## src/common/mmu_pkg.sv

```systemverilog
package mmu_pkg;

    // Sv32 widths
    localparam int XLEN        = 32;
    localparam int VALEN       = 32;
    localparam int PALEN       = 34;
    localparam int PAGE_OFFSET = 12;

    // TLB geometry
    localparam int TLB_ENTRIES = 4;
    localparam int TLB_IDX_W   = $clog2(TLB_ENTRIES);

    typedef logic [VALEN-1:0]             vaddr_t;
    typedef logic [PALEN-1:0]             paddr_t;
    typedef logic [VALEN-PAGE_OFFSET-1:0] vpn_t;
    typedef logic [PALEN-PAGE_OFFSET-1:0] ppn_t;
    typedef logic [XLEN-1:0]              word_t;

    // Page-table entry, bit 0 is V
    typedef struct packed {
        ppn_t       ppn;
        logic [1:0] rsw;
        logic       d;
        logic       a;
        logic       g;
        logic       u;
        logic       x;
        logic       w;
        logic       r;
        logic       v;
    } pte_sv32_t;

    typedef struct packed {
        ppn_t satp_ppn;
        logic mxr;
        logic paging_en;
    } csr_cfg_t;

    typedef struct packed {
        vaddr_t vaddr;
        logic   is_store;
    } xlate_req_t;

    typedef struct packed {
        paddr_t paddr;
        logic   page_fault;
    } xlate_rsp_t;

    typedef struct packed {
        vaddr_t vaddr;
        logic   is_instr;
        logic   is_store;
    } walk_req_t;

    typedef struct packed {
        pte_sv32_t pte;
        logic      megapage;
        logic      page_fault;
    } walk_rsp_t;

    typedef enum logic [2:0] {
        IDLE,
        MEM_REQ,
        MEM_RELEASE,
        CHECK,
        RESPOND,
        RELEASE
    } ptw_state_e;

    // Access rule for a leaf entry, shared by walker and TLB hit path
    function automatic logic leaf_permits(input pte_sv32_t pte, input logic is_instr,
                                          input logic is_store, input logic mxr);
        logic ok;
        if (is_instr) begin
            ok = pte.x && pte.a;
        end else begin
            ok = pte.a && (pte.r || (pte.x && mxr));
            // Stores also need a writable page already marked dirty
            if (is_store) begin
                ok = ok && pte.w && pte.d;
            end
        end
        return ok;
    endfunction

endpackage
```

## src/hw/mmu_top.sv

```systemverilog
`timescale 1ns/10ps

module mmu_top (
    input  logic                clk,
    input  logic                rst_n,
    input  mmu_pkg::csr_cfg_t   cfg_i,
    input  logic                flush_i,
    input  logic                i_req_i,
    input  mmu_pkg::xlate_req_t i_xreq_i,
    output logic                i_ack_o,
    output mmu_pkg::xlate_rsp_t i_xrsp_o,
    input  logic                d_req_i,
    input  mmu_pkg::xlate_req_t d_xreq_i,
    output logic                d_ack_o,
    output mmu_pkg::xlate_rsp_t d_xrsp_o,
    output logic                mem_req_o,
    output mmu_pkg::paddr_t     mem_addr_o,
    input  logic                mem_ack_i,
    input  mmu_pkg::word_t      mem_rdata_i
);
    import mmu_pkg::*;

    // Instruction TLB to arbiter
    logic      i_walk_req;
    walk_req_t i_walk;
    logic      i_walk_ack;
    walk_rsp_t i_walk_rsp;

    // Data TLB to arbiter
    logic      d_walk_req;
    walk_req_t d_walk;
    logic      d_walk_ack;
    walk_rsp_t d_walk_rsp;

    // Arbiter to walker
    logic      walk_req;
    walk_req_t walk;
    logic      walk_ack;
    walk_rsp_t walk_rsp;

    tlb #(.IS_INSTR(1'b1)) i_itlb (
        .clk, .rst_n, .cfg_i, .flush_i,
        .req_i(i_req_i), .xreq_i(i_xreq_i), .ack_o(i_ack_o), .xrsp_o(i_xrsp_o),
        .walk_req_o(i_walk_req), .walk_o(i_walk),
        .walk_ack_i(i_walk_ack), .walk_rsp_i(i_walk_rsp)
    );

    tlb #(.IS_INSTR(1'b0)) i_dtlb (
        .clk, .rst_n, .cfg_i, .flush_i,
        .req_i(d_req_i), .xreq_i(d_xreq_i), .ack_o(d_ack_o), .xrsp_o(d_xrsp_o),
        .walk_req_o(d_walk_req), .walk_o(d_walk),
        .walk_ack_i(d_walk_ack), .walk_rsp_i(d_walk_rsp)
    );

    ptw_arbiter i_ptw_arbiter (
        .clk, .rst_n,
        .i_walk_req_i(i_walk_req), .i_walk_i(i_walk),
        .i_walk_ack_o(i_walk_ack), .i_walk_rsp_o(i_walk_rsp),
        .d_walk_req_i(d_walk_req), .d_walk_i(d_walk),
        .d_walk_ack_o(d_walk_ack), .d_walk_rsp_o(d_walk_rsp),
        .walk_req_o(walk_req), .walk_o(walk),
        .walk_ack_i(walk_ack), .walk_rsp_i(walk_rsp)
    );

    ptw i_ptw (
        .clk, .rst_n, .cfg_i,
        .walk_req_i(walk_req), .walk_i(walk), .walk_ack_o(walk_ack), .walk_rsp_o(walk_rsp),
        .mem_req_o, .mem_addr_o, .mem_ack_i, .mem_rdata_i
    );

endmodule

```

## src/ptw/ptw.sv

```systemverilog
`timescale 1ns/10ps

module ptw (
    input  logic               clk,
    input  logic               rst_n,
    input  mmu_pkg::csr_cfg_t  cfg_i,
    input  logic               walk_req_i,
    input  mmu_pkg::walk_req_t walk_i,
    output logic               walk_ack_o,
    output mmu_pkg::walk_rsp_t walk_rsp_o,
    output logic               mem_req_o,
    output mmu_pkg::paddr_t    mem_addr_o,
    input  logic               mem_ack_i,
    input  mmu_pkg::word_t     mem_rdata_i
);
    import mmu_pkg::*;

    ptw_state_e state_q;
    // Current page-table level (1 or 2)
    logic [1:0] level_q;
    walk_req_t  walk_q;
    pte_sv32_t  pte_q;
    logic       start_walk;
    logic       pte_bad;
    logic       pte_leaf;
    logic       mega_misaligned;
    logic       leaf_ok;
    logic       descend;
    logic       fault;

    assign start_walk = (state_q == IDLE) && walk_req_i && !mem_ack_i;

    // PTE decode used in CHECK
    assign pte_bad         = !pte_q.v || (pte_q.w && !pte_q.r);
    assign pte_leaf        = pte_q.r || pte_q.x;
    assign mega_misaligned = (level_q == 2'd1) && (pte_q.ppn[9:0] != '0);
    assign leaf_ok         = leaf_permits(pte_q, walk_q.is_instr, walk_q.is_store, cfg_i.mxr)
                             && !mega_misaligned;
    assign descend         = !pte_bad && !pte_leaf && (level_q == 2'd1);

    // A pointer at level 2 has nowhere left to go
    assign fault = pte_bad || (pte_leaf && !leaf_ok) || (!pte_leaf && (level_q == 2'd2));

    always_ff @(posedge clk or negedge rst_n) begin
        if (!rst_n) begin
            state_q    <= IDLE;
            level_q    <= 2'd1;
            mem_req_o  <= 1'b0;
            walk_ack_o <= 1'b0;
        end else begin
            case (state_q)
                IDLE: begin
                    if (start_walk) begin
                        level_q   <= 2'd1;
                        mem_req_o <= 1'b1;
                        state_q   <= MEM_REQ;
                    end
                end
                MEM_REQ: begin
                    // Stalls here for as long as memory is slow
                    if (mem_ack_i) begin
                        mem_req_o <= 1'b0;
                        state_q   <= MEM_RELEASE;
                    end
                end
                MEM_RELEASE: begin
                    if (!mem_ack_i) begin
                        state_q <= CHECK;
                    end
                end
                CHECK: begin
                    if (descend) begin
                        level_q   <= 2'd2;
                        mem_req_o <= 1'b1;
                        state_q   <= MEM_REQ;
                    end else begin
                        walk_ack_o <= 1'b1;
                        state_q    <= RESPOND;
                    end
                end
                RESPOND: begin
                    if (!walk_req_i) begin
                        walk_ack_o <= 1'b0;
                        state_q    <= RELEASE;
                    end
                end
                RELEASE: begin
                    // One idle cycle lets the arbiter drop its lock
                    state_q <= IDLE;
                end
                default: begin
                    state_q <= IDLE;
                end
            endcase
        end
    end

    always_ff @(posedge clk) begin
        if (start_walk) begin
            walk_q     <= walk_i;
            // Level-1 entry at satp.ppn indexed by VPN[1]
            mem_addr_o <= {cfg_i.satp_ppn, walk_i.vaddr[31:22], 2'b00};
        end
        if ((state_q == MEM_REQ) && mem_ack_i) begin
            pte_q <= mem_rdata_i;
        end
        if (state_q == CHECK) begin
            if (descend) begin
                mem_addr_o <= {pte_q.ppn, walk_q.vaddr[21:12], 2'b00};
            end else begin
                walk_rsp_o <= '{pte: pte_q, megapage: (level_q == 2'd1), page_fault: fault};
            end
        end
    end

    a_mem_req_after_ack_low: assert property (@(posedge clk) disable iff (!rst_n)
        $rose(mem_req_o) |-> !$past(mem_ack_i));

    // A read either starts a walk or descends from level 1
    a_level_range: assert property (@(posedge clk) disable iff (!rst_n)
        $rose(mem_req_o) |-> ((level_q == 2'd1) || ($past(level_q) == 2'd1)));

endmodule

```

## src/hw/ptw_arbiter.sv

```systemverilog
`timescale 1ns/10ps

module ptw_arbiter (
    input  logic               clk,
    input  logic               rst_n,
    input  logic               i_walk_req_i,
    input  mmu_pkg::walk_req_t i_walk_i,
    output logic               i_walk_ack_o,
    output mmu_pkg::walk_rsp_t i_walk_rsp_o,
    input  logic               d_walk_req_i,
    input  mmu_pkg::walk_req_t d_walk_i,
    output logic               d_walk_ack_o,
    output mmu_pkg::walk_rsp_t d_walk_rsp_o,
    output logic               walk_req_o,
    output mmu_pkg::walk_req_t walk_o,
    input  logic               walk_ack_i,
    input  mmu_pkg::walk_rsp_t walk_rsp_i
);
    import mmu_pkg::*;

    logic lock_q;
    logic owner_d_q;
    // High when the data TLB owns the walker
    logic sel_d;

    // Instruction side wins whenever the grant is free
    assign sel_d = lock_q ? owner_d_q : (d_walk_req_i && !i_walk_req_i);

    assign walk_req_o = sel_d ? d_walk_req_i : i_walk_req_i;
    assign walk_o     = sel_d ? d_walk_i : i_walk_i;

    assign i_walk_ack_o = !sel_d && walk_ack_i;
    assign d_walk_ack_o = sel_d && walk_ack_i;
    assign i_walk_rsp_o = sel_d ? walk_rsp_t'('0) : walk_rsp_i;
    assign d_walk_rsp_o = sel_d ? walk_rsp_i : walk_rsp_t'('0);

    always_ff @(posedge clk or negedge rst_n) begin
        if (!rst_n) begin
            lock_q    <= 1'b0;
            owner_d_q <= 1'b0;
        end else begin
            if (!lock_q && walk_req_o) begin
                lock_q    <= 1'b1;
                owner_d_q <= sel_d;
            end else if (lock_q && !walk_req_o && !walk_ack_i) begin
                // Handshake fully closed, grant is free again
                lock_q <= 1'b0;
            end
        end
    end

    a_grant_stable: assert property (@(posedge clk) disable iff (!rst_n)
        ($past(walk_req_o || walk_ack_i) && (walk_req_o || walk_ack_i))
        |-> (sel_d == $past(sel_d)));

endmodule

```

## src/hw/tlb.sv

```systemverilog
`timescale 1ns/10ps

module tlb #(
    parameter bit IS_INSTR = 1'b0
) (
    input  logic                clk,
    input  logic                rst_n,
    input  mmu_pkg::csr_cfg_t   cfg_i,
    input  logic                flush_i,
    input  logic                req_i,
    input  mmu_pkg::xlate_req_t xreq_i,
    output logic                ack_o,
    output mmu_pkg::xlate_rsp_t xrsp_o,
    output logic                walk_req_o,
    output mmu_pkg::walk_req_t  walk_o,
    input  logic                walk_ack_i,
    input  mmu_pkg::walk_rsp_t  walk_rsp_i
);
    import mmu_pkg::*;

    typedef enum logic [1:0] {
        T_IDLE,
        T_WALK,
        T_ACK
    } tlb_state_e;

    tlb_state_e             state_q;
    logic [TLB_ENTRIES-1:0] ent_valid;
    vpn_t                   ent_vpn  [TLB_ENTRIES];
    logic                   ent_mega [TLB_ENTRIES];
    pte_sv32_t              ent_pte  [TLB_ENTRIES];
    logic [TLB_IDX_W-1:0]   victim_q;
    logic [TLB_IDX_W-1:0]   hit_idx;
    logic [TLB_ENTRIES-1:0] match;
    vpn_t                   req_vpn;
    logic                   hit;
    logic                   hit_ok;
    logic                   start_req;
    logic                   walk_done;
    logic                   fill_en;

    function automatic paddr_t make_paddr(input ppn_t ppn, input logic mega, input vaddr_t va);
        // Megapage keeps VPN[0] from the virtual address
        if (mega) begin
            return {ppn[21:10], va[21:0]};
        end
        return {ppn, va[PAGE_OFFSET-1:0]};
    endfunction

    assign req_vpn = xreq_i.vaddr[VALEN-1:PAGE_OFFSET];

    always_comb begin
        match   = '0;
        hit_idx = '0;
        for (int i = 0; i < TLB_ENTRIES; i++) begin
            if (ent_mega[i]) begin
                match[i] = ent_valid[i] && (ent_vpn[i][19:10] == req_vpn[19:10]);
            end else begin
                match[i] = ent_valid[i] && (ent_vpn[i] == req_vpn);
            end
            if (match[i]) begin
                hit_idx = TLB_IDX_W'(i);
            end
        end
    end

    assign hit       = |match;
    assign hit_ok    = leaf_permits(ent_pte[hit_idx], IS_INSTR, xreq_i.is_store, cfg_i.mxr);
    assign start_req = (state_q == T_IDLE) && req_i;
    assign walk_done = (state_q == T_WALK) && walk_ack_i;
    assign fill_en   = walk_done && !walk_rsp_i.page_fault;

    always_ff @(posedge clk or negedge rst_n) begin
        if (!rst_n) begin
            state_q    <= T_IDLE;
            ack_o      <= 1'b0;
            walk_req_o <= 1'b0;
            ent_valid  <= '0;
            victim_q   <= '0;
        end else begin
            case (state_q)
                T_IDLE: begin
                    if (req_i && (!cfg_i.paging_en || hit)) begin
                        ack_o   <= 1'b1;
                        state_q <= T_ACK;
                    end else if (req_i && !walk_ack_i) begin
                        // Previous walk handshake must be fully closed first
                        walk_req_o <= 1'b1;
                        state_q    <= T_WALK;
                    end
                end
                T_WALK: begin
                    if (walk_ack_i) begin
                        walk_req_o <= 1'b0;
                        ack_o      <= 1'b1;
                        state_q    <= T_ACK;
                    end
                end
                default: begin
                    if (!req_i) begin
                        ack_o   <= 1'b0;
                        state_q <= T_IDLE;
                    end
                end
            endcase
            if (fill_en) begin
                ent_valid[victim_q] <= 1'b1;
                victim_q            <= victim_q + 1'b1;
            end
            if (flush_i) begin
                ent_valid <= '0;
            end
        end
    end

    always_ff @(posedge clk) begin
        if (start_req) begin
            walk_o <= '{vaddr: xreq_i.vaddr, is_instr: IS_INSTR, is_store: xreq_i.is_store};
            if (!cfg_i.paging_en) begin
                xrsp_o <= '{paddr: PALEN'(xreq_i.vaddr), page_fault: 1'b0};
            end else if (hit_ok) begin
                xrsp_o <= '{paddr: make_paddr(ent_pte[hit_idx].ppn, ent_mega[hit_idx],
                                              xreq_i.vaddr),
                            page_fault: 1'b0};
            end else begin
                xrsp_o <= '{paddr: '0, page_fault: 1'b1};
            end
        end
        if (walk_done) begin
            xrsp_o.paddr      <= make_paddr(walk_rsp_i.pte.ppn, walk_rsp_i.megapage, walk_o.vaddr);
            xrsp_o.page_fault <= walk_rsp_i.page_fault;
        end
        if (fill_en) begin
            ent_vpn[victim_q]  <= walk_o.vaddr[VALEN-1:PAGE_OFFSET];
            ent_mega[victim_q] <= walk_rsp_i.megapage;
            ent_pte[victim_q]  <= walk_rsp_i.pte;
        end
    end

    a_ack_needs_req: assert property (@(posedge clk) disable iff (!rst_n)
        $rose(ack_o) |-> $past(req_i));

    // Fills only happen after a miss, so tags never overlap
    a_single_match: assert property (@(posedge clk) disable iff (!rst_n)
        $onehot0(match));

endmodule

```

## config.mk

```make
export PLATFORM = sky130hd
export DESIGN_NAME = mmu_top
export DESIGN_NICKNAME = d
export VERILOG_FILES = /design/src/common/mmu_pkg.sv /design/src/hw/mmu_top.sv /design/src/ptw/ptw.sv /design/src/hw/ptw_arbiter.sv /design/src/hw/tlb.sv
export SDC_FILE = /design/constraint.sdc
export NUM_CORES = 1
export LEC_CHECK = 0
export ABC_CLOCK_PERIOD_IN_PS = 5500
export BUFFER_PORTS_ARGS = -buffer_cell sky130_fd_sc_hd__buf_2
export CAP_MARGIN = 20
export CORE_ASPECT_RATIO = 0.5
export CORE_UTILIZATION = 25
export CTS_CLUSTER_SIZE = 16
export DETAILED_ROUTE_END_ITERATION = 10
export MAX_ROUTING_LAYER = met4
export SETUP_SLACK_MARGIN = 0.4
export SLEW_MARGIN = 20
export SYNTH_ARGS = -nofsm -noshare
export SYNTH_HDL_FRONTEND = slang
export SYNTH_HIERARCHICAL = 1
export SYNTH_SLANG_ARGS = --single-unit
```

## constraint.sdc

```tcl
create_clock -name clk -period 5.5 [get_ports clk]
set_clock_uncertainty 0.15 [all_clocks]
set_input_delay 0.55 -clock clk [delete_from_list [all_inputs] [get_ports clk]]
set_output_delay 0.55 -clock clk [all_outputs]
set_load 0.01 [all_outputs]
```

* Word level (Yosys, flattened, before mapping)
Memories as Yosys holds them, arrays and structs flattened.
Cells that the tools add are included.
Widths: inputs -> output; s select.
** Cells by class
- $add $sub $neg :: 2
- $lt $le $gt $ge :: 4
- Equal/unequal tests :: 42
- Multiplexer cells :: 109
- Bitwise logic cells :: 3
- Reduce and logical (&&, ||, !) cells :: 106
** Operators by type and width (number)
- $mux 34 :: 14
- $mux 35 :: 8
- $eq 20x20->1 :: 8
- $eq 10x10->1 :: 8
- $logic_and 1x1->1 :: 54
- $mux 1 :: 52
- $mux 2 :: 14
- $ne 2x2->1 const B :: 10
- $reduce_and 3->1 :: 6
- $reduce_bool 2->1 :: 9
- $logic_not 1->1 :: 17
- $mux 4 :: 4
- $reduce_and 4->1 :: 4
- $mux 3 :: 5
- $pmux 3 s5 :: 1
- $pmux 2 s2 :: 3
- $pmux 1 s2 :: 5
- $reduce_bool 10->1 :: 1
- $logic_or 1x1->1 :: 8
- $ne 2x1->1 const B :: 4
- $or 4x4->4 :: 2
- $reduce_or 4->1 :: 2
- $eq 2x1->1 const B :: 3
- $eq 3x2->1 const B :: 2
- other kinds (15) :: 22
** Word-level totals
- Register bits :: 289
- Bits in writable memories :: 424
- Bits of input ports :: 128
- Output and inout bits :: 107
- Word-level logic and storage cells :: 322
- Memories :: 6
** Memory list
- i_dtlb.ent_pte :: words 4, width 32, read ports 1, clocked after Yosys merged registers in 0, write ports 1, RTL line tlb.sv:31 : pte_sv32_t ent_pte [TLB_ENTRIES];
- i_itlb.ent_pte :: words 4, width 32, read ports 1, clocked after Yosys merged registers in 0, write ports 1, RTL line tlb.sv:31
- i_dtlb.ent_vpn :: words 4, width 20, read ports 4, clocked after Yosys merged registers in 0, write ports 1, RTL line tlb.sv:29 : vpn_t ent_vpn [TLB_ENTRIES];
- i_itlb.ent_vpn :: words 4, width 20, read ports 4, clocked after Yosys merged registers in 0, write ports 1, RTL line tlb.sv:29
- i_dtlb.ent_mega :: words 4, width 1, read ports 5, clocked after Yosys merged registers in 0, write ports 1, RTL line tlb.sv:30 : logic ent_mega [TLB_ENTRIES];
- i_itlb.ent_mega :: words 4, width 1, read ports 5, clocked after Yosys merged registers in 0, write ports 1, RTL line tlb.sv:30

* Depth between registers and ports, before layout
Gate-level depths: netlist (run 1).
An unclocked memory read counts as a cell.
- Depth in word-level cells :: 22
- Depth in mapped cells :: 11
- Mapped depth without buffers :: 8

* Modules after synthesis
Netlist (run 1), hierarchy kept.
** By module, submodules not included
- tlb at i_dtlb :: instances 1, cells an instance 744, area an instance 11048.1 um^2, sequential area each 8057.7 um^2
- tlb at i_itlb :: instances 1, cells an instance 651, area an instance 10750.3 um^2, sequential area each 7697.4 um^2
- ptw :: instances 1, cells an instance 278, area an instance 4206.5 um^2, sequential area each 3199.3 um^2
- ptw_arbiter :: instances 1, cells an instance 128, area an instance 1119.8 um^2, sequential area each 50.0 um^2

* Worst setup path before layout (run 1)
No wires, ideal clock.
- Kind :: register to register
- Start :: register i_itlb.state_q[0]
- End :: register i_itlb/xrsp_o[0] in the netlist's numbering (enable)
- Setup time :: 0.377 ns
- Arrival time :: 3.920 ns
- Required time :: 4.973 ns
- Setup slack :: 1.054 ns
- Cell stages (with the launch flop) :: 4
- Path buffers :: 1
- Period minus slack after synthesis :: 4.446 ns
- Cells stage by stage :: dfrtp_1 clkbuf_1 nor3b_1 or2_2
** On the way
- Word-level cells in the longest chain between the ends :: 3
- Elaborated cells between the ends (all ways) :: 5
- Classes of those cells :: eq/ne: 1; reduce/logical: 4
** RTL lines
- start: declaration :: RTL line tlb.sv:27 : tlb_state_e state_q;
- start signal: assignment :: RTL line tlb.sv:75 : state_q <= T_IDLE;
- start signal: assignment :: RTL line tlb.sv:85 : state_q <= T_ACK;
- start signal: assignment :: RTL line tlb.sv:89 : state_q <= T_WALK;
- $logic_not 2->1 :: RTL line tlb.sv:69 : assign start_req = (state_q == T_IDLE) && req_i;
- $logic_and 1x1->1 :: RTL line tlb.sv:69
- named net i_itlb.start_req :: RTL line tlb.sv:38 : logic start_req;
- $reduce_bool 2->1 (no source line)
- end signal: assignment :: RTL line tlb.sv:120 : xrsp_o <= '{paddr: PALEN'(xreq_i.vaddr), page_fault: 1'b0};
- end signal: assignment :: RTL line tlb.sv:122 : xrsp_o <= '{paddr: make_paddr(ent_pte[hit_idx].ppn, ent_mega[hit_idx],
- end signal: assignment :: RTL line tlb.sv:126 : xrsp_o <= '{paddr: '0, page_fault: 1'b1};
- end: declaration :: RTL line tlb.sv:13 : output mmu_pkg::xlate_rsp_t xrsp_o,
The timed path passes the listed nets, and every way through them passes these cells.
A chain may end at the register's enable or synchronous reset.

==> metrics.md, run 1 <==
| Metric | Value |
|---|---|
| Critical Path RT | 5.69 ns |
| TritonCTS Sinks | 640 |
| Final WL | 69900 um |
| CTS buffer count | 60 |
| I/O pin total | 235 |
| Vias | 15.5k |
| Largest net degree at the start of global routing | 51 |
| Status | finished, final reports clean |
| Core area | 105000 um2 |
| Placed cell area | 29100 um2 |
| Vias in the first global route | 15.2k |
| Worst-path clk slew | 0.07 ns |
| Critical Path Start | i_dtlb/ent_vpn[2][6] |
| TNS Setup | 0 ns |
| FILL cells | 10.4k |
| DR vias/cell | 4.44 |
| Hpwl dp | 48300 um |
| Global-route wire length before repair | 101000 um |
| # DRC | 0 |
| CP Class | flip-flop to flip-flop |
| CP max FO | 22 |
| CP startpoint kind | flip-flop |
| CP endpoint kind | flip-flop |
| Fin crit period | 3.79 ns |
| Syn_nets | 1903 |
| Number of nets in the layout | 2155 |
| GRT Total Usage | 0.130 |
| CTS tree | done |
| Row cnt | 84 |
| Initial antenna violation count | 11 |
| Hold_sp | mem_rdata_i[7] |
| H-tree lvl count | 2 |
| Vert. Die Dim | 233 um |
| Initial Util | 0.253 |
| Final std cell area, no fill | 31600 um2 |
| Netlist Area Pre-Place | 26600 um2 |
| Slew headroom | 0.263 |
| Drt pass-1 iters | 6 |
| DIE WIDTH | 463 um |
| Final Slew Violations | 0 |
| Hold Fails Final Rpt | 0 |
| F_max | 0.264 GHz |
| DRT iter0 DRCs | 1224 |
| Area growth syn-to-layout | 19.0% |
| Period utilisation layout | 0.688 |
| Share of post-route cells with drive strength above 1 | 0.210 |
| YS warnings | 6 |
| WP data arrival | 3.98 ns |
| Peak supply drop | 0.212 mV |
| Tightest Pin Transition | 1.10 ns |
| Post-DRT Antenna Nets | 0 |
| Pwr Total | 14.0 mW |
| FF-to-FF Start | i_dtlb/ent_vpn[2][6] |
| GP Congestion | 0.865 |
| Mapped Cells | 1767 |
| Synthesized area per cell | 15.0 um2 |
| Hold Slack | 0.0170 ns |
| Max clock buf depth | 3 |
| PostCTS Resize Cnt | 0 |
| RSZ-0062 raised after global routing | no |
| Final setup violation count | 0 |
| Root Driver | clkbuf_16 |
| Global route overflow | 0 |
| Post-CTS Setup Repair Bufs | 0 |
| I/O Buffers | 230 |
| Clk_lat worst skew | 0.62 ns |
| Wire per inst | 20.0 um |
| Pwr Density | 443 nW/um2 |
| Hold Path Class | primary input to flip-flop |
| Leak Pwr | 11.0 nW |
| Die area | 108000 um2 |
| Maxcap violations | 0 |
-- area by class of cell --
type                            count  area, um2  area share
Sequential cell                   640      18700       0.592
Multi-Input combinational cell   1001       7210       0.228
Tap cell                         1419       1780      0.0561
Clock inverter                     32        420      0.0133
Timing Repair Buffer              303       1810      0.0571
Clock buffer                       79       1630      0.0516
Inverter                           13       48.8     0.00154
Antenna cell                        7       17.5    0.000554
-- critical path, stage by stage, from the launching register on --
cell      delay [ns]
edfxtp_1        0.39
xor2_1          0.15
nor4_1          0.39
a41oi_1         0.36
or4_1           1.01
nor2_1          0.25
o31ai_2         0.19
buf_4           0.25
a211oi_1        0.27
o31ai_1         0.11
-- flip-flops by register name, summed over array words and instances, names as in the netlist, 12 cells and up --
signal            flops
i_ptw/walk_q         12
i_itlb/xrsp_o        35
i_dtlb/ent_vpn       80
i_ptw/pte_q          28
i_dtlb/xrsp_o        35
i_itlb/ent_vpn       80
i_dtlb/ent_pte      108
i_ptw/walk_rsp_o     29
i_ptw/mem_addr_o     34
i_itlb/ent_pte       96
i_dtlb/walk_o        33
i_itlb/walk_o        33
-- timing repair --
action / 4_1_cts / 5_1_grt
endpoints found under the hold margin: 68 / 2
setup endpoints to repair: 0 / 0
hold buffers: 41 / 2
-- routing by layer --
layer,global-route usage,vias up,routed length (um)
met5,-,-,0
met4,0.0602,0,2870
met3,0.0144,129,3050
met2,0.214,401,34400
met1,0.161,7859,29500
li1,-,7117,-
-- metrics by stage --
| stage | utilization | cells | setup slack, ns |
|---|---|---|---|
| 2_1_floorplan | - | 1767 | 1.05 |
| 6_report | 0.301 | 3494 | 1.71 |
| 5_1_grt | 0.301 | 3492 | 1.48 |
| 4_1_cts | 0.300 | 3485 | 1.67 |
| 3_3_place_gp | 0.277 | 3333 | 1.39 |
| 3_5_place_dp | 0.277 | 3333 | 1.37 |
-- final timing paths --
path	end	slack, ns	cells past startpoint
max	i_dtlb/xrsp_o[13]	1.71	9
min	i_ptw/pte_q[7]	0.02	1
max reg2reg	i_dtlb/xrsp_o[13]	1.71	9
min reg2reg	i_ptw/mem_addr_o[10]	0.30	2
max in group asynchronous	i_itlb/victim_q[1]	4.24	2
min in group asynchronous	i_dtlb/ack_o	0.40	2
-- power by group --
| part | internal [mW] | switching (mW) |
|---|---|---|
| Combinational | 0.994 | 1.78 |
| Clock | 2.53 | 1.86 |
| Sequential | 6.41 | 0.450 |
| Total | 9.93 | 4.08 |
-- placed cells by master, fill, tap and decap left out, types with 14 or more instances in the layout --
cell type and instances:
a21oi_1 54, xnor2_1 99, mux2i_1 94, dfxtp_1 34
nand2_1 99, dlygate4sd3_1 43, nor4_1 16, nand4_1 19
edfxtp_1 577, nand3_1 27, mux2_4 17, a21o_1 24
o21ai_0 55, clkbuf_16 61, and2_1 59, nor2b_1 14
xor2_1 60, dfrtp_1 28, a211oi_1 30, clkbuf_1 14
buf_4 30, buf_2 230, o31ai_1 14, nor2_1 106
Power figures use the tool's default switching activity.
==> run 2: changes to the inputs <==
--- a/config.mk
+++ b/config.mk
@@ -5,7 +5,7 @@
 export SDC_FILE = /design/constraint.sdc
 export NUM_CORES = 1
 export LEC_CHECK = 0
-export ABC_CLOCK_PERIOD_IN_PS = 5500
+export ABC_CLOCK_PERIOD_IN_PS = 3700
 export BUFFER_PORTS_ARGS = -buffer_cell sky130_fd_sc_hd__buf_2
 export CAP_MARGIN = 20
 export CORE_ASPECT_RATIO = 0.5
==> constraint.sdc (replaced) <==
create_clock -name clk -period 3.7 [get_ports clk]
set_clock_uncertainty 0.15 [all_clocks]
set_input_delay 0.37 -clock clk [delete_from_list [all_inputs] [get_ports clk]]
set_output_delay 0.37 -clock clk [all_outputs]
set_load 0.01 [all_outputs]
==> run 2 against run 1 <==
Net effect:
- global-route usage up 0.35 points
- critical path depth increased by 1
- combinational power rose by 57%
- largest power group unchanged
- design area grew 4.0%
- critical endpoint is now i_itlb/xrsp_o[20]
- setup slack got worse by 1.2 ns
- die area unchanged
- sequential cell count is the same
- via count rose by 3.4%
- clock power increased by 51%
==> metrics.md, run 2 (synthesized netlist as in run 1, its figures left out) <==
| Metric | Value |
|---|---|
| Status | finished, final reports clean |
| R2R depth | 8 (-1) |
| Sw power | 6.28 mW (+54%) |
| Int Pwr | 14.9 mW (+50%) |
| GRT Total Usage | 0.133 (+0.00350) |
| FILL cells | 10.3k (-1.4%) |
| TNS Setup | 0 ns (unchanged) |
| Place WS | 0.199 ns (-1.17 ns) |
| Master of the slowest instance on the critical path | dlygate4sd3_1 |
| Root Driver | clkbuf_16 |
| Hold Fails Final Rpt | 0 (unchanged) |
| Worst r2r dst | i_itlb/xrsp_o[20] |
| Hold Path Class | primary input to flip-flop |
| Vias | 16.0k (+3.4%) |
| Row cnt | 84 (unchanged) |
| Initial Util | 0.253 (unchanged) |
| Largest registers | i_dtlb/ent_pte (108), i_itlb/ent_pte (96) |
| Cells along the critical path | dlygate4sd3_1, buf_2, xnor2_2, nand4_4, nor3_1, nand2_1, a21boi_1, o311a_1, nor3b_4, a221o_1 |
| Largest register FFs | 108 (unchanged) |
| CTS buffer count | 66 (+10%) |
| Hold depth | 3 (+2) |
| Largest net degree at the start of global routing | 47 (-7.8%) |
| Area growth syn-to-layout | 23.7% |
| CP endpoint kind | flip-flop |
| Most frequent cells in the layout | 577 x edfxtp_1, 230 x buf_2, 121 x dlygate4sd3_1, 107 x nor2_1 |
| Final WL | 71400 um (+2.2%) |
| DIE WIDTH | 463 um (unchanged) |
| CP Class | primary input to flip-flop |
| Hpwl dp | 48800 um (+1.0%) |
| CP startpoint kind | primary input |
| I/O pin total | 235 (unchanged) |
| Slew headroom | 0.329 (+0.0656) |
| Tightest Pin Transition | 1.01 ns (-0.0996 ns) |
| Commonest non-fill, non-tap cell in the layout | edfxtp_1 |
| Post-DRT Antenna Nets | 0 (unchanged) |
| Maxcap violations | 0 (unchanged) |
| Final setup violation count | 0 (unchanged) |
| Final Slew Violations | 0 (unchanged) |
| Setup ws final | 0.481 ns (-1.23 ns) |
| Wire per inst | 19.8 um (-0.80%) |
| Number of nets in the layout | 2262 (+5.0%) |
| I/O Buffers | 230 (unchanged) |
| Clk_lat worst skew | 0.62 ns (about the same) |
| Global route overflow | 0 (unchanged) |
| CP Buf/Inv Count | 2 (+1) |
| Initial antenna violation count | 3 (-8) |
| Fin crit period | 3.22 ns |
| Share of post-route cells with drive strength above 1 | 0.216 (+0.00591) |
| Die area | 108000 um2 (unchanged) |
| GP Congestion | 0.867 (+0.30%) |
| Core area | 105000 um2 (unchanged) |
| R2r setup slk | 0.63 ns (-1.08 ns) |
| Logic pwr share | 0.206 (+0.008) |
| Largest delay share family, worst path | simple AND/OR/NAND/NOR gates |
| Critical Path RT | 3.89 ns (-1.80 ns) |
| F_max | 0.311 GHz |
| WP data arrival | 3.41 ns (-0.57 ns) |
| Crit path largest cell delay | 0.56 ns (-0.45 ns) |
| DRT iter0 DRCs | 1145 (-6.5%) |
| Clk pwr share | 0.313 (about the same) |
| Seq pwr share | 0.481 (-0.008) |
| Worst-path clk slew | 0.06 ns (about the same) |
| Pwr Density | 643 nW/um2 (+45%) |
| RSZ-0062 raised after global routing | no |
| FF-to-FF Start | i_itlb/ent_vpn[1][18] |
| Global-route wire length before repair | 104000 um (+3.0%) |
| Vias in the first global route | 15.5k (+2.2%) |
| CP max FO | 9 (-59%) |
| TritonCTS Sinks | 640 (unchanged) |
| DR vias/cell | 4.45 (+0.37%) |
| Hold EP | i_dtlb/xrsp_o[20] |
| Max clock buf depth | 3 (unchanged) |
| Drt pass-1 iters | 5 (-1) |
| H-tree lvl count | 3 (+1) |
| # DRC | 0 (unchanged) |
| Period utilisation layout | 0.870 |
| CTS tree | done |
| Sw frac | 0.297 (+0.00516) |
| Vert. Die Dim | 233 um (unchanged) |
| Peak supply drop | 0.328 mV (+55%) |
| Biggest register | i_dtlb/ent_pte |
| Leak Pwr | 11.5 nW (+4.8%) |
| Hold_sp | d_xreq_i[20] |
==> run 2: worst register-to-register path, delay by kind of cell (launching register included) <==
| family | cells | cell delay [ns] |
|---|---|---|
| xor+xnor | 1 | 0.19 |
| simple gates | 4 | 1.02 |
| compound gates | 3 | 1.01 |
| flops | 1 | 0.41 |
==> run 2: repair_timing <==
item / 4_1_cts / 5_1_grt
endpoints found under the setup margin: 0 / 12
resized for setup: 0 / 10
buffers inserted: 0 / 1
hold buffers: 121 / 0
hold endpoints to repair: 183 / 0
==> run 2: metrics by stage <==
step	utilization	cell area, um2	hold slack (ns)	total power [mW]	std cells
6_report	0.313	32900	0.0923	21.2	3599
5_1_grt	0.313	32900	0.105	22.0	3599
4_1_cts	0.312	32800	0.0530	21.4	3596
3_5_place_dp	0.280	29500	0.281	14.6	3355
3_3_place_gp	0.280	29500	0.278	14.5	3355
2_1_floorplan	-	26600	-0.0756	12.6	1767
==> run 2: area by class of cell <==
| cell class | instances | area, um2 | share of cell area |
|---|---|---|---|
| flip-flops and latches | 640 | 18700 | 0.569 |
| multi-input cells | 1001 | 7270 | 0.221 |
| clock buffers | 92 | 1840 | 0.0559 |
| repair buffers | 404 | 2910 | 0.0885 |
| well taps | 1419 | 1780 | 0.0540 |
| inverters | 13 | 48.8 | 0.00148 |
| clock inverters | 28 | 312 | 0.00947 |
| diodes | 2 | 5.00 | 0.000152 |
==> run 2: power by group through the flow <==
stage	Combinational (mW)	Sequential [mW]	Clock, mW
6_report	4.35	10.2	6.63
3_5_place_dp	4.27	10.3	0
2_1_floorplan	2.41	10.2	0
4_1_cts	4.39	10.2	6.78
3_3_place_gp	4.18	10.3	0
5_1_grt	4.70	10.3	7.04
==> run 2: how the worst max path moves through the flow <==
stage,from,endpoint,slack (ns),depth (start not counted)
floorplan,i_itlb/walk_req_o,i_itlb/ent_mega[0],0.44,7
global placement,d_xreq_i[20],i_dtlb/xrsp_o[16],0.28,10
detailed placement,d_xreq_i[21],i_dtlb/xrsp_o[16],0.20,10
CTS,d_xreq_i[13],i_dtlb/xrsp_o[16],0.41,11
global route,d_xreq_i[23],i_dtlb/xrsp_o[23],0.38,11
finish,i_xreq_i[31],i_itlb/xrsp_o[20],0.48,10
==> run 2: routing by layer <==
layer / track usage / vias to the layer above / part of all wire
li1: - / 7327 / -
met4: 0.0500 / 0 / 0.033
met3: 0.0165 / 120 / 0.042
met5: - / - / 0
met2: 0.222 / 421 / 0.50
met1: 0.166 / 8163 / 0.43
==> run 3: changes to the inputs <==
--- a/config.mk
+++ b/config.mk
@@ -5,7 +5,7 @@
 export SDC_FILE = /design/constraint.sdc
 export NUM_CORES = 1
 export LEC_CHECK = 0
-export ABC_CLOCK_PERIOD_IN_PS = 3700
+export ABC_CLOCK_PERIOD_IN_PS = 3000
 export BUFFER_PORTS_ARGS = -buffer_cell sky130_fd_sc_hd__buf_2
 export CAP_MARGIN = 20
 export CORE_ASPECT_RATIO = 0.5
==> constraint.sdc (replaced) <==
create_clock -name clk -period 3 [get_ports clk]
set_clock_uncertainty 0.15 [all_clocks]
set_input_delay 0.9 -clock clk [delete_from_list [all_inputs] [get_ports clk]]
set_output_delay 0.9 -clock clk [all_outputs]
set_load 0.01 [all_outputs]
==> run 3 against run 2 <==
Net effect:
- clock power is 20% higher
- critical path depth is 2 higher
- core utilization is 1.9 points higher
- sequential share of layout area is 3.3 points lower
- sequential power is 24% higher
- critical endpoint is now i_dtlb/xrsp_o[29]
==> metrics.md, run 3 (synthesized netlist as in run 1, its figures left out) <==
| Metric | Value |
|---|---|
| Area growth syn-to-layout | 31.4% |
| Largest registers | i_dtlb/ent_pte (108), i_itlb/ent_pte (96) |
| Core area | 105000 um2 (unchanged) |
| Period utilisation layout | 0.993 |
| Sw frac | 0.298 (+0.00173) |
| Slew headroom | 0.349 (+0.0199) |
| Int Pwr | 18.6 mW (+25%) |
| Hold Fails Final Rpt | 0 (unchanged) |
| Hold Path Class | primary input to async pin |
| Root Driver | clkbuf_16 |
| Drt pass-1 iters | 5 (unchanged) |
| Wire per inst | 20.6 um (+3.8%) |
| Cells after DPL | 3482 (+3.8%) |
| DRT iter0 DRCs | 1118 (-2.4%) |
| Pwr Density | 760 nW/um2 (+18%) |
| Peak supply drop | 0.507 mV (+54%) |
| Hold buffers post-CTS | 0 (-100%) |
| GRT Total Usage | 0.139 (+0.00601) |
| Initial Util | 0.253 (unchanged) |
| Leak Pwr | 12.5 nW (+9.0%) |
| H-tree lvl count | 2 (-1) |
| Final Util | 0.332 (+0.0194) |
| CTS tree | done |
| CP Class | primary input to flip-flop |
| Hpwl dp | 51600 um (+5.8%) |
| Vias | 16.4k (+2.3%) |
| Post-DRT Antenna Nets | 0 (unchanged) |
| Global-route wire length before repair | 109000 um (+4.4%) |
| Crit path largest cell delay | 0.51 ns (-0.05 ns) |
| I/O pin total | 235 (unchanged) |
| I/O Buffers | 230 (unchanged) |
| Most frequent cells in the layout | 577 x edfxtp_1, 217 x buf_2, 164 x buf_4, 98 x nor2_1, 95 x nand2_1 |
| CTS buffer count | 60 (-9.1%) |
| Pwr Total | 26.6 mW (+26%) |
| Critical Path RT | 3.38 ns (-0.51 ns) |
| Fin crit period | 2.98 ns |
| Row cnt | 84 (unchanged) |
| Worst-path clk slew | 0.07 ns (about the same) |
| CP max FO | 5 (-4) |
| Largest register FFs | 108 (unchanged) |
| Tightest Pin Transition | 0.977 ns (-0.0287 ns) |
| Most Frequent Cell on Critical Path | buf_4 |
| # DRC | 0 (unchanged) |
| Number of nets in the layout | 2331 (+3.1%) |
| Final WL | 75700 um (+6.0%) |
| Commonest non-fill, non-tap cell in the layout | edfxtp_1 |
| Maxcap violations | 0 (unchanged) |
| Initial antenna violation count | 11 (+8) |
| Master of the slowest instance on the critical path | or4_4 |
| TritonCTS Sinks | 640 (unchanged) |
| Final Slew Violations | 0 (unchanged) |
| Max clock buf depth | 3 (unchanged) |
| Share of post-route cells with drive strength above 1 | 0.354 (+0.138) |
| Seq pwr share | 0.474 (-0.007) |
| CP startpoint kind | primary input |
| DIE WIDTH | 463 um (unchanged) |
| Sw power | 7.92 mW (+26%) |
| Cells along the critical path | buf_2, xor2_1, nor4_1, buf_4, a41oi_4, or4_4, nand3b_1, buf_4, clkbuf_16, nor2_1, or3b_1, a21oi_2 |
| WP data arrival | 3.36 ns (-0.05 ns) |
| Global route overflow | 0 (unchanged) |
| Vert. Die Dim | 233 um (unchanged) |
| CP endpoint kind | flip-flop |
| Die area | 108000 um2 (unchanged) |
| Hold Slack | 0.211 ns (+0.119 ns) |
| Status | finished, final reports clean |
| Largest delay share family, worst path | simple AND/OR/NAND/NOR gates |
| Non-filler cells, final | 3676 (+2.1%) |
| Final setup violation count | 0 (unchanged) |
| GP Congestion | 0.833 (-4.0%) |
| CP Buf/Inv Count | 4 (+2) |
| RSZ-0062 raised after global routing | yes |
| Biggest register | i_dtlb/ent_pte |
| Setup ws final | 0.0213 ns (-0.460 ns) |
| Logic pwr share | 0.225 (+0.019) |
| DR vias/cell | 4.46 (+0.11%) |
| Place WS | -0.930 ns (-1.13 ns) |
| Largest net degree at the start of global routing | 53 (+13%) |
| F_max | 0.336 GHz |
| Clk_lat worst skew | 0.67 ns (+0.05 ns) |
| Clk pwr share | 0.300 (-0.013) |
| Vias in the first global route | 16.4k (+5.5%) |
-- run 3: changes by cell type in the layout (fill, tap and decap cells not counted), moves of 13 or more --
cell,delta
a21oi_1,-13
buf_12,+37
buf_2,-13
buf_4,+123
buf_6,+34
dlygate4sd3_1,-121
o21ai_0,-14
xnor2_1,-29
xnor2_2,+27
xor2_1,-14
xor2_2,+14
-- run 3: layout make-up --
class	count	area [um2]
fill	10053	70300
clock buffer	82	1650
sequential	640	18700
inverter	13	48.8
antenna	10	25.0
tap	1419	1780
timing repair buffer	477	4010
clock inverter	32	409
multi-input combinational	1003	8280
-- run 3: power by group through the flow --
stage | clock (mW) | combinational [mW] | sequential [mW]
2_1_floorplan | 0 | 3.06 | 12.6
3_3_place_gp | 0 | 5.54 | 12.7
3_5_place_dp | 0 | 5.65 | 12.8
4_1_cts | 8.12 | 5.86 | 12.6
5_1_grt | 8.47 | 6.46 | 12.7
6_report | 7.98 | 5.98 | 12.6
-- run 3: what timing repair did --
item                                    in CTS  in global routing
buffers inserted                            37                 20
gates resized for setup                    107                114
gates cloned                                 9                  4
pin swaps                                   56                 61
endpoints found under the setup margin     167                200
-- run 3: worst reg2reg max path: cells and delay by family, from the launching register on --
kind                   cells  cell delay (ns)
flip-flops                 1             0.38
buffers and inverters      3             0.49
XOR/XNOR                   1             0.17
AO/OA/AOI/OAI              2             0.30
AND/OR/NAND/NOR            5             1.39
-- run 3: worst paths after layout --
| check | startpoint | end | slack (ns) | cells after the start |
|---|---|---|---|---|
| setup / recovery | d_xreq_i[21] | i_dtlb/xrsp_o[29] | 0.02 | 12 |
| min in group clk | i_ptw/walk_q[17] | i_ptw/mem_addr_o[5] | 0.25 | 2 |
| hold reg to reg | i_ptw/walk_q[17] | i_ptw/mem_addr_o[5] | 0.25 | 2 |
| setup reg to reg | i_dtlb/ent_vpn[2][0] | i_dtlb/xrsp_o[29] | 0.03 | 11 |
| max in group asynchronous | rst_n | i_ptw/mem_req_o | 1.81 | 1 |
| hold / removal | rst_n | i_itlb/victim_q[1] | 0.21 | 1 |
-- run 3: routing by layer --
layer | part of all wire | track usage | vias up
li1 | - | - | 7479
met1 | 0.43 | 0.173 | 8414
met2 | 0.50 | 0.233 | 391
met3 | 0.043 | 0.0174 | 108
met4 | 0.030 | 0.0496 | 0
met5 | 0 | - | -
-- run 3: through the flow --
step | TNS, ns | area (um2)
global placement | -43.35 | 31000
finish | 0 | 34900
detailed placement | -42.76 | 31000
CTS | 0 | 34100
floorplan | -4.79 | 27000
global route | -0.168 | 34900
